## config.mk

```make
export PLATFORM = sky130hd
export DESIGN_NAME = cart_loader_top
export DESIGN_NICKNAME = d
export VERILOG_FILES = /design/src/hdl/cart_pkg.sv /design/src/hdl/ce_sequencer.sv /design/src/hdl/rom_download.sv /design/src/hdl/cart_geometry.sv /design/src/hdl/cheat_assembler.sv /design/src/hdl/cart_loader_top.sv
export SDC_FILE = /design/constraint.sdc
export NUM_CORES = 1
export LEC_CHECK = 0
export BUFFER_PORTS_ARGS = -buffer_cell sky130_fd_sc_hd__clkbuf_2
export CORE_UTILIZATION = 35
export DETAILED_ROUTE_END_ITERATION = 6
export GPL_TIMING_DRIVEN = 0
export HOLD_SLACK_MARGIN = 0.06
export MAX_ROUTING_LAYER = met4
export PLACE_DENSITY_LB_ADDON = 0.3
export SLEW_MARGIN = 30
export SYNTH_ARGS = -nofsm -noshare
export SYNTH_HDL_FRONTEND = slang
export SYNTH_SLANG_ARGS = --single-unit
```

## constraint.sdc

```tcl
create_clock -name clk_sys -period 4.95 [get_ports clk_sys]
set_input_delay 0.7425 -clock clk_sys [delete_from_list [all_inputs] [get_ports clk_sys]]
set_output_delay 0.7425 -clock clk_sys [all_outputs]
set_load 0.03 [all_outputs]
```

## src/hdl/cart_pkg.sv

```systemverilog
/*
 * Shared widths, constants and the enable sequencer state type for the
 * cartridge loader. Modules name these types by scope in their port lists
 * and import the package inside the body where they need more of it.
 */
package cart_pkg;

	// ====================
	// Data widths
	// ====================
	typedef logic [7:0]   byte_t;         // Download, ROM store and cheat byte
	typedef logic [24:0]  ioctl_addr_t;   // Host download offset
	typedef logic [7:0]   ioctl_index_t;  // Host file type
	typedef logic [21:0]  rom_addr_t;     // 4 MiB cartridge space
	typedef logic [127:0] cheat_code_t;   // Flags, address, compare, replace

	// ====================
	// Enable sequencer
	// ====================
	localparam int CE_PERIOD = 30;  // System clocks per enable cycle

	typedef enum logic [4:0] {
		PH_0,  PH_1,  PH_2,  PH_3,  PH_4,
		PH_5,  PH_6,  PH_7,  PH_8,  PH_9,
		PH_10, PH_11, PH_12, PH_13, PH_14,
		PH_15, PH_16, PH_17, PH_18, PH_19,
		PH_20, PH_21, PH_22, PH_23, PH_24,
		PH_25, PH_26, PH_27, PH_28, PH_29
	} ce_phase_t;

	// ====================
	// Download decoding
	// ====================
	localparam int HEADER_BYTES = 512;  // Copier header in front of some dumps

	// All ones index carries a cheat record, not a cart
	localparam ioctl_index_t CHEAT_INDEX = 8'hFF;

	// Low index bits of a Game Gear image
	localparam logic [4:0] GG_INDEX = 5'd2;

endpackage

```

## src/hdl/ce_sequencer.sv

```systemverilog
/*
 * Clock enable generator for the console core. A phase counter runs
 * through one 30 clock cycle and fixed phases are decoded into
 * registered CPU, VDP, pixel and sprite enables.
 */
module ce_sequencer (
	input  logic clk_sys,
	input  logic rst,
	output logic ce_cpu,
	output logic ce_vdp,
	output logic ce_pix,
	output logic ce_sp
);
	import cart_pkg::*;

	ce_phase_t phase;

	// Phase counter, wraps after CE_PERIOD states
	always_ff @(posedge clk_sys) begin
		if (rst) begin
			phase <= PH_0;
		end else if (phase == ce_phase_t'(CE_PERIOD - 1)) begin
			phase <= PH_0;
		end else begin
			phase <= ce_phase_t'(phase + 5'd1);
		end
	end

	// ====================
	// Enable decode
	// ====================
	always_ff @(posedge clk_sys) begin
		if (rst) begin
			ce_sp  <= 1'b0;
			ce_vdp <= 1'b0;
			ce_pix <= 1'b0;
			ce_cpu <= 1'b0;
		end else begin
			ce_sp  <= phase[0];  // Even period keeps it toggling
			ce_vdp <= 1'b0;
			ce_pix <= 1'b0;
			ce_cpu <= 1'b0;
			case (phase)
				PH_4, PH_9, PH_14, PH_19, PH_24, PH_29: ce_vdp <= 1'b1;
				default: ;
			endcase
			case (phase)
				PH_9, PH_19, PH_29: ce_pix <= 1'b1;
				default: ;
			endcase
			case (phase)
				PH_9, PH_24: ce_cpu <= 1'b1;  // Late CPU phase keeps the HCounter timing
				default: ;
			endcase
		end
	end

	// CPU must always step together with the VDP
	a_cpu_with_vdp: assert property (@(posedge clk_sys) disable iff (rst)
		ce_cpu |-> ce_vdp);

endmodule

```

## src/hdl/rom_download.sv

```systemverilog
/*
 * Front stage of the loader. Splits the host download into cart and
 * cheat traffic, holds the host with ioctl_wait while the ROM store
 * finishes each write, and hands registered byte strobes to the
 * geometry and cheat stages.
 */
module rom_download (
	input  logic                 clk_sys,
	input  logic                 rst,
	input  logic                 ioctl_download,
	input  cart_pkg::ioctl_index_t ioctl_index,
	input  logic                 ioctl_wr,
	input  cart_pkg::ioctl_addr_t  ioctl_addr,
	input  cart_pkg::byte_t        ioctl_dout,
	input  logic                 rom_wr_ack,
	output logic                 ioctl_wait,
	output logic                 rom_wr,
	output cart_pkg::rom_addr_t    rom_waddr,
	output cart_pkg::byte_t        rom_wdata,
	output logic                 cart_active,
	output logic                 cart_wr,
	output cart_pkg::rom_addr_t    cart_waddr,
	output logic                 code_wr,
	output logic [3:0]           code_slot,
	output cart_pkg::byte_t        code_byte,
	output logic                 game_gear
);
	import cart_pkg::*;

	logic code_index;
	logic cart_dl;
	logic code_dl;
	logic cart_byte;
	logic wr_done;

	assign code_index = (ioctl_index == CHEAT_INDEX);
	assign cart_dl    = ioctl_download & ~code_index;
	assign code_dl    = ioctl_download & code_index;
	assign cart_byte  = ioctl_wr & cart_dl;
	assign wr_done    = ioctl_wait & (rom_wr == rom_wr_ack);  // Store caught up

	// ====================
	// Write handshake
	// ====================
	always_ff @(posedge clk_sys) begin
		if (rst) begin
			cart_active <= 1'b0;
			ioctl_wait  <= 1'b0;
			rom_wr      <= 1'b0;
			rom_waddr   <= '0;
			game_gear   <= 1'b0;
		end else begin
			cart_active <= cart_dl;
			if (cart_byte) begin
				ioctl_wait <= 1'b1;
				rom_wr     <= ~rom_wr;  // Toggle starts one store write
				game_gear  <= (ioctl_index[4:0] == GG_INDEX);
			end else if (wr_done) begin
				ioctl_wait <= 1'b0;
			end
			// New cart restarts the write counter
			if (cart_dl && !cart_active) begin
				rom_waddr <= '0;
			end else if (wr_done) begin
				rom_waddr <= rom_waddr + 1'b1;
			end
		end
	end

	// Byte for the store, held through the handshake
	always_ff @(posedge clk_sys) begin
		if (cart_byte) begin
			rom_wdata  <= ioctl_dout;
			cart_waddr <= ioctl_addr[$bits(rom_addr_t)-1:0];  // Keeps the last offset
		end
	end

	// ====================
	// Strobes to later stages
	// ====================
	always_ff @(posedge clk_sys) begin
		if (rst) begin
			cart_wr <= 1'b0;
			code_wr <= 1'b0;
		end else begin
			cart_wr <= cart_byte;
			code_wr <= ioctl_wr & code_dl;
		end
	end

	always_ff @(posedge clk_sys) begin
		code_slot <= ioctl_addr[3:0];
		code_byte <= ioctl_dout;
	end

	a_no_wr_while_wait: assert property (@(posedge clk_sys) disable iff (rst)
		ioctl_wait |-> !ioctl_wr);

	// Only one store write in flight
	a_rom_wr_steady: assert property (@(posedge clk_sys) disable iff (rst)
		ioctl_wait |=> $stable(rom_wr));

endmodule

```

## src/hdl/cart_geometry.sv

```systemverilog
/*
 * Tracks the shape of the loaded cartridge. Address masks are built
 * from the offsets seen during the download, a copier header is
 * detected from the loaded size, and CPU ROM reads are mapped into
 * the stored image without the header.
 */
module cart_geometry #(
	parameter int HEADER_BYTES = cart_pkg::HEADER_BYTES
) (
	input  logic              clk_sys,
	input  logic              rst,
	input  logic              cart_active,
	input  logic              cart_wr,
	input  cart_pkg::rom_addr_t cart_waddr,
	input  cart_pkg::rom_addr_t cpu_rom_addr,
	output cart_pkg::rom_addr_t rom_raddr
);
	import cart_pkg::*;

	localparam int HDR_BIT = $clog2(HEADER_BYTES);
	localparam rom_addr_t HDR_OFS = rom_addr_t'(HEADER_BYTES);

	rom_addr_t plain_mask;
	rom_addr_t hdr_mask;
	rom_addr_t end_size;
	logic      active_d;
	logic      has_header;

	assign end_size = cart_waddr + 1'b1;  // One past the last offset

	// ====================
	// Mask accumulation
	// ====================
	always_ff @(posedge clk_sys) begin
		if (rst) begin
			plain_mask <= '0;
			hdr_mask   <= '0;
		end else if (cart_wr) begin
			plain_mask <= plain_mask | cart_waddr;
			hdr_mask   <= hdr_mask | (cart_waddr - HDR_OFS);
			// First byte of each view starts a fresh mask
			if (cart_waddr == '0) begin
				plain_mask <= '0;
			end
			if (cart_waddr == HDR_OFS) begin
				hdr_mask <= '0;
			end
		end
	end

	// Header flag at the end of the download
	always_ff @(posedge clk_sys) begin
		if (rst) begin
			active_d   <= 1'b0;
			has_header <= 1'b0;
		end else begin
			active_d <= cart_active;
			if (active_d && !cart_active) begin
				has_header <= end_size[HDR_BIT];  // Odd number of header blocks
			end
		end
	end

	// ====================
	// Read mapping
	// ====================
	always_comb begin
		if (has_header) begin
			rom_raddr = (cpu_rom_addr + HDR_OFS) & hdr_mask;
		end else begin
			rom_raddr = cpu_rom_addr & plain_mask;
		end
	end

	// Offsets only arrive during a cart download
	a_wr_in_cart: assert property (@(posedge clk_sys) disable iff (rst)
		cart_wr |-> cart_active);

endmodule

```

## src/hdl/cheat_assembler.sv

```systemverilog
/*
 * Collects one 16 byte cheat record into a 128 bit code. Each group of
 * four slots fills one 32 bit field, least significant byte first,
 * and the last slot pulses cheat_valid for one cycle.
 */
module cheat_assembler (
	input  logic                clk_sys,
	input  logic                rst,
	input  logic                code_wr,
	input  logic [3:0]          code_slot,
	input  cart_pkg::byte_t       code_byte,
	output cart_pkg::cheat_code_t cheat_code,
	output logic                cheat_valid
);

	logic [6:0] bit_pos;
	logic       last_slot;

	// Field 0 (flags) sits at the top, so the field number is inverted
	assign bit_pos   = {~code_slot[3:2], code_slot[1:0], 3'b000};
	assign last_slot = (code_slot == 4'hF);

	// ====================
	// Byte placement
	// ====================
	always_ff @(posedge clk_sys) begin
		if (code_wr) begin
			cheat_code[bit_pos +: 8] <= code_byte;
		end
	end

	always_ff @(posedge clk_sys) begin
		if (rst) begin
			cheat_valid <= 1'b0;
		end else begin
			cheat_valid <= code_wr & last_slot;  // Code complete
		end
	end

	// Valid never lasts more than a cycle
	a_valid_pulse: assert property (@(posedge clk_sys) disable iff (rst)
		cheat_valid |=> !cheat_valid);

endmodule

```

## src/hdl/cart_loader_top.sv

```systemverilog
/*
 * Cartridge loading glue for a Master System / Game Gear core. The
 * download front end feeds the geometry and cheat stages, and the
 * enable sequencer runs beside them. The ROM store sits outside and
 * answers each toggled write on rom_wr_ack.
 */
module cart_loader_top #(
	parameter int HEADER_BYTES = cart_pkg::HEADER_BYTES
) (
	input  logic                  clk_sys,
	input  logic                  rst,

	// Host download
	input  logic                  ioctl_download,
	input  cart_pkg::ioctl_index_t  ioctl_index,
	input  logic                  ioctl_wr,
	input  cart_pkg::ioctl_addr_t   ioctl_addr,
	input  cart_pkg::byte_t         ioctl_dout,
	output logic                  ioctl_wait,

	// ROM store write side
	output logic                  rom_wr,
	output cart_pkg::rom_addr_t     rom_waddr,
	output cart_pkg::byte_t         rom_wdata,
	input  logic                  rom_wr_ack,

	// CPU read mapping
	input  cart_pkg::rom_addr_t     cpu_rom_addr,
	output cart_pkg::rom_addr_t     rom_raddr,

	output logic                  game_gear,
	output cart_pkg::cheat_code_t   cheat_code,
	output logic                  cheat_valid,

	// Clock enables
	output logic                  ce_cpu,
	output logic                  ce_vdp,
	output logic                  ce_pix,
	output logic                  ce_sp
);
	import cart_pkg::*;

	logic       cart_active;
	logic       cart_wr;
	rom_addr_t  cart_waddr;
	logic       code_wr;
	logic [3:0] code_slot;
	byte_t      code_byte;

	// ====================
	// Enables
	// ====================
	ce_sequencer ce_sequencer_i (
		.clk_sys (clk_sys),
		.rst     (rst),
		.ce_cpu  (ce_cpu),
		.ce_vdp  (ce_vdp),
		.ce_pix  (ce_pix),
		.ce_sp   (ce_sp)
	);

	// ====================
	// Download pipeline
	// ====================
	rom_download rom_download_i (
		.clk_sys        (clk_sys),
		.rst            (rst),
		.ioctl_download (ioctl_download),
		.ioctl_index    (ioctl_index),
		.ioctl_wr       (ioctl_wr),
		.ioctl_addr     (ioctl_addr),
		.ioctl_dout     (ioctl_dout),
		.rom_wr_ack     (rom_wr_ack),
		.ioctl_wait     (ioctl_wait),
		.rom_wr         (rom_wr),
		.rom_waddr      (rom_waddr),
		.rom_wdata      (rom_wdata),
		.cart_active    (cart_active),
		.cart_wr        (cart_wr),
		.cart_waddr     (cart_waddr),
		.code_wr        (code_wr),
		.code_slot      (code_slot),
		.code_byte      (code_byte),
		.game_gear      (game_gear)
	);

	cart_geometry #(
		.HEADER_BYTES (HEADER_BYTES)
	) cart_geometry_i (
		.clk_sys      (clk_sys),
		.rst          (rst),
		.cart_active  (cart_active),
		.cart_wr      (cart_wr),
		.cart_waddr   (cart_waddr),
		.cpu_rom_addr (cpu_rom_addr),
		.rom_raddr    (rom_raddr)
	);

	cheat_assembler cheat_assembler_i (
		.clk_sys     (clk_sys),
		.rst         (rst),
		.code_wr     (code_wr),
		.code_slot   (code_slot),
		.code_byte   (code_byte),
		.cheat_code  (cheat_code),
		.cheat_valid (cheat_valid)
	);

endmodule

```

After elaboration in Yosys (flattened, before gate mapping)
Cells that the tools add are included.

word-level totals
  register bits = 254
  bits in latches = 0
  bits in writable memories = 0
  bits in read-only memories = 0
  input port bits = 68
  output and inout port bits = 188
  word-level logic and storage cells = 73
  memories kept = 0

operators by class
  add/subtract/negate cells = 6
  multipliers = 0
  div/mod/pow operators = 0
  order comparisons = 0
  equality and inequality tests = 11
  shift operators = 2
  multiplexer cells = 9
  bitwise gates (word level) = 13
  reduce and logical (&&, ||, !) cells = 10

operator list
  kind                       number
  $bwmux W128                1
  $shift A8 B9 Y128 const A  1
  $shiftx A8 B9 Y128         1
  $mux W22                   3
  $and A22 B22 Y22           2
  $or A22 B22 Y22            2
  $add A22 B1 Y22 const B    1
  $add A22 B10 Y22 const B   1
  $eq A22 B10 Y1 const B     1
  $logic_not A22 Y1          1
  $sub A22 B10 Y22 const B   1
  $eq A5 B5 Y1 const B       3
  $add A10 B1 Y10 const B    1
  $eq A5 B4 Y1 const B       2
  $neg A7 Y9                 1
  $eq A8 B8 Y1 const B       1
  $and A1 B1 Y1              6
  $reduce_or A2 Y1           3
  $reduce_or A6 Y1           1
  $add A5 B1 Y5 const B      1
  $eq A5 B2 Y1 const B       1
  $eq A5 B3 Y1 const B       1
  $mux W1                    5
  $eq A4 B4 Y1 const B       1
  other kinds (7)            9

Longest topological paths before layout
  depth after elaboration = 5
  mapped depth = 9
  gate-level depth less buffers = 6

Hierarchy
Synthesis repeated with hierarchy kept, for this count alone.

unflattened totals
  cell total of the unflattened synthesis = 881
  area, all modules = 10391.2 um2

by module, submodules not included
  module           times used  cells each  area each (um2)  sequential area each (um2)
  cheat_assembler  1           355         5196.2           3863.7
  rom_download     1           189         2426.1           1701.6
  cart_geometry    1           294         2333.5           920.9
  ce_sequencer     1           43          435.4            180.2

Worst setup path after synthesis
OpenSTA, ideal clock, no wires.

  kind = register -> register
  start = reg rom_download_i.code_slot[0] (netlist name)
  end = reg cheat_assembler_i.cheat_code[120], enable pin
  setup time = 0.370 ns
  arrival = 2.407 ns
  data required time = 4.580 ns
  path slack = 2.173 ns
  cell stages (with the launch flop) = 10
  buffers on the path = 3
  clock period less this slack = 2.777 ns
  path through = dfxtp_1 > buf_2 > inv_1 > ha_1 > nand2b_1 > mux2_2 > or3_1 > clkbuf_1 > buf_1 > nor2_1

RTL lines
  element                        line                   text
  end signal, assigned by index  cheat_assembler.sv:28  cheat_code[bit_pos +: 8] <= code_byte;
  end, declared                  cheat_assembler.sv:12  output cart_pkg::cheat_code_t cheat_code,

Worst setup path after layout
  start = reg cart_geometry_i.has_header
  end = out rom_raddr[20]

between the ends
  longest elaborated chain between the ends = 1

RTL lines
  element                 line                   text
  start, declared         cart_geometry.sv:27    logic has_header;
  start signal, assigned  cart_geometry.sv:59    has_header <= end_size[HDR_BIT];
  $mux W22                cart_geometry.sv:68    if (has_header) begin
  end, declared           cart_loader_top.sv:29  output cart_pkg::rom_addr_t rom_raddr,

Every way passes these cells.

==> flow_summary_export.csv <==
group,metric,value,unit
detailed_routing,drtIter0Drc,417,
power,swShare,21.6,%
final_layout,drive_above_1_share,27.5,%
timing,fmax,278,MHz
floorplanning,core,28100,um^2
synthesis,ys.flop_type,"edfxtp_1",
power,internal-power,0.00382,W
min_path,hold_path_class,"in2reg",
clock_network,clock_path_buffers,3,
run_status,run_status,"completed",
power,p_leak,4.54,nW
clock_network,root_buffer,"clkbuf_16",
job,max_cap_violations,0,
synthesis,synth_top_area_share,47.0,%
power,fin_total_pwr,0.00487,W
grt,track_usage,17.1,%
timing,finalSetupTns,0,ps
detailed_routing,wl_per_cell,16.1,um
worst_setup_path,crit_required,4210,ps
synthesis,synthArstFlopShare,0,%
clock_network,path_clk_slew,60,ps
synthesis,synth_edf_count,158,
synthesis,ys_seq_area_share,66.0,%
synthesis,yosys.area.top_type,"edfxtp_1",
detailed_routing,vias,7414,
timing,finalSetupViolations,0,
timing,finalCritPeriodShare,72.8,%
floorplanning,std_cell_rows,61,
synthesis,synth_area_leaders,"edfxtp_1, dfxtp_1, nor2_1",
worst_setup_path,crit_type,"reg2out",
detailed_routing,drt_first_pass_iters,5,
synthesis,synth_warnings,0,
synthesis,ys_ff_latch,254,
detailed_routing,drc,0,
final_layout,final_area,12900,um^2
power,p_comb_share,5.2,%
floorplanning,die_area,29500,um^2
placed_design,gp_congestion,0.817,
timing,fin_worst_skew,15.4,ps
grt,grt_pass1_wl,38.1,mm
floorplanning,die_y,172,um
power,power_density,377,nW/um^2
clock_network,cts_hold_buf,0,
timing,finalHoldViolations,0,
detailed_routing,post_drt_via_cell_ratio,4.76,
clock_network,clock_sinks,254,
power,vdd_drop_max,0.000209,V
timing,worstMarginPinSlew,791,ps
synthesis,syn_area_per_cell,11.5,um^2
clock_network,worst_skew_pair.late_latency,530,ps
floorplanning,die_w,172,um
worst_setup_path,critPathArrivalTime,2860,ps
clock_network,cts_setup_buffers,0,
timing,final.min_clock_period,3600,ps
synthesis,ys_types,52,
synthesis,synth_nets,954,
detailed_routing,postRouteAntennaNets,0,
clock_network,cts_buffers,27,
grt,antenna_found_initial,2,
clock_network,ctsHtreeMaxLevel,1,
timing,hold-worst-slack,326,ps
grt,grt_pass1_vias,6980,
final_layout,syn2layout_area_growth,27.9,%
clock_network,cts_tree,"built",
final_layout,num-nets-final,1236,
placed_design,portBuffers,251,
synthesis,synthCells,876,
detailed_routing,wl,25.1,mm
grt,grt_remaining_overflow,0,
grt,grt_max_degree,31,
floorplanning,io-pin-count,256,
placed_design,hpwlAfterDp,18.2,mm
timing,slew_violations,0,
floorplanning,initial_utilization,36.0,%
power,clkPwrFrac,47.0,%
power,power.switching,0.00105,W
clock_network,ctsResizeCount,0,
final_layout,nFillCells,2675,
power,seq_power_share,47.7,%
placed_design,placed_area,11900,um^2
worst_setup_path,cp-end-kind,"output pin",
timing,rsz0062_at_grt,"false",
timing,relSlewSlack,46.9,%
worst_setup_path,startpoint_type,"register",
synthesis,synth_area,10100,um^2
worst_setup_path,worstPathMaxFanout,10,
-- cells in the mapped netlist, drive strengths merged, types with 10 or more instances --
| cell type | count |
|---|---|
| nor2 | 145 |
| edfxtp | 158 |
| a21oi | 55 |
| nand2 | 58 |
| nand3 | 22 |
| clkbuf | 32 |
| or4 | 10 |
| and2 | 69 |
| xnor2 | 22 |
| mux2i | 12 |
| xor2 | 11 |
| nor3 | 17 |
| inv | 20 |
| ha | 10 |
| dfxtp | 96 |
| nor4 | 15 |
| nor2b | 13 |
-- logic make-up after synthesis --
family / count (synthesis) / share of synthesized area [%]
and+or+nand+nor: 401 / 20.0
DFF: 254 / 66.0
AOI/OAI and AO/OA: 106 / 6.35
buffers and inverters: 58 / 2.20
xor gates and xnor gates: 33 / 2.86
muxes: 14 / 1.41
adders and majority gates: 10 / 1.24
-- metrics by stage --
stage / utilization, % / cells / setup slack [ps]
global route: 46.0 / 1559 / 1120
detailed placement: 42.3 / 1507 / 1530
floorplan: - / 876 / 2170
CTS: 45.9 / 1557 / 1230
finish: 46.0 / 1559 / 1350
global placement: 42.1 / 1505 / 1580
-- power groups by stage --
stage	Combinational (W)	Sequential, W	Clock [W]
2_1_floorplan	0.000150	0.00237	0
3_3_place_gp	0.000249	0.00237	0
3_5_place_dp	0.000255	0.00237	0
4_1_cts	0.000256	0.00233	0.00235
5_1_grt	0.000283	0.00233	0.00243
6_report	0.000254	0.00233	0.00229
-- path summary, 6_finish.rpt --
check                                            start                                          end  slack, ps  cells past startpoint
max            cart_geometry_i.has_header$_SDFFE_PP0P_                                rom_raddr[20]       1350                      6
min                                      ioctl_addr[1]          rom_download_i.code_slot[1]$_DFF_P_        330                      1
max reg2reg        rom_download_i.code_slot[0]$_DFF_P_  cheat_assembler_i.cheat_code[124]$_DFFE_PP_       1520                      9
min reg2reg  cart_geometry_i.hdr_mask[16]$_SDFFE_PP0P_    cart_geometry_i.hdr_mask[16]$_SDFFE_PP0P_        450                      2
-- layer usage --
| metal | track usage [%] | up-vias | share of wire (%) |
|---|---|---|---|
| li1 | - | 3661 | - |
| met1 | 21.8 | 3485 | 45 |
| met2 | 27.7 | 227 | 47 |
| met3 | 2.77 | 41 | 5.6 |
| met4 | 5.62 | 0 | 2.3 |
| met5 | - | - | 0 |
-- final cells by class --
type                            count  area (um^2)  area share (%)
Timing Repair Buffer              253         1270            9.80
Inverter                           20         75.1           0.581
Antenna cell                        2         5.00          0.0387
Multi-Input combinational cell    564         3260            25.2
Clock buffer                       31          711            5.50
Clock inverter                     19          314            2.43
Tap cell                          378          473            3.66
Buffer                             38          148            1.14
Sequential cell                   254         6670            51.6
-- worst max-delay path, stage by stage, from the launching register on --
cell,delay [ps]
dfxtp_1,300
clkbuf_1,500
clkbuf_1,500
clkbuf_1,480
nand2_1,150
o22ai_1,160
clkbuf_2,230
-- sequential cells by signal (all words and copies together) (netlist names) --
name,count
rom_download_i.rom_wdata,8
cart_geometry_i.plain_mask,22
cart_geometry_i.hdr_mask,22
rom_download_i.cart_wr,1
cart_geometry_i.active_d,1
cheat_assembler_i.cheat_valid,1
ce_sequencer_i.ce_vdp,1
ce_sequencer_i.ce_cpu,1
rom_download_i.ioctl_wait,1
rom_download_i.game_gear,1
ce_sequencer_i.ce_sp,1
cart_geometry_i.has_header,1
rom_download_i.rom_wr,1
ce_sequencer_i.phase,5
rom_download_i.code_slot,4
cheat_assembler_i.cheat_code,128
rom_download_i.cart_active,1
rom_download_i.code_wr,1
rom_download_i.code_byte,8
ce_sequencer_i.ce_pix,1
rom_download_i.rom_waddr,22
rom_download_i.cart_waddr,22
-- cell usage in the layout, fill, tap and decap left out, types with 7 or more instances in the layout --
master and instances:
or3_1 7, clkbuf_16 27, nor2_1 145, bufinv_16 8, nor4_1 11, clkbuf_1 34, mux2i_1 12, nor2b_1 13
o21ai_0 7, nor3_1 14, nand4_1 9, nand3_1 22, a21oi_1 55, a31oi_1 9, edfxtp_1 158, xor2_1 11
xnor2_1 22, nand2b_1 7, clkbuf_2 251, o22ai_1 7, dfxtp_1 96, ha_1 10, inv_1 19, and2_1 69
o31ai_1 9, or4_1 10, nand2_1 58
Power figures use the tool's default switching activity.
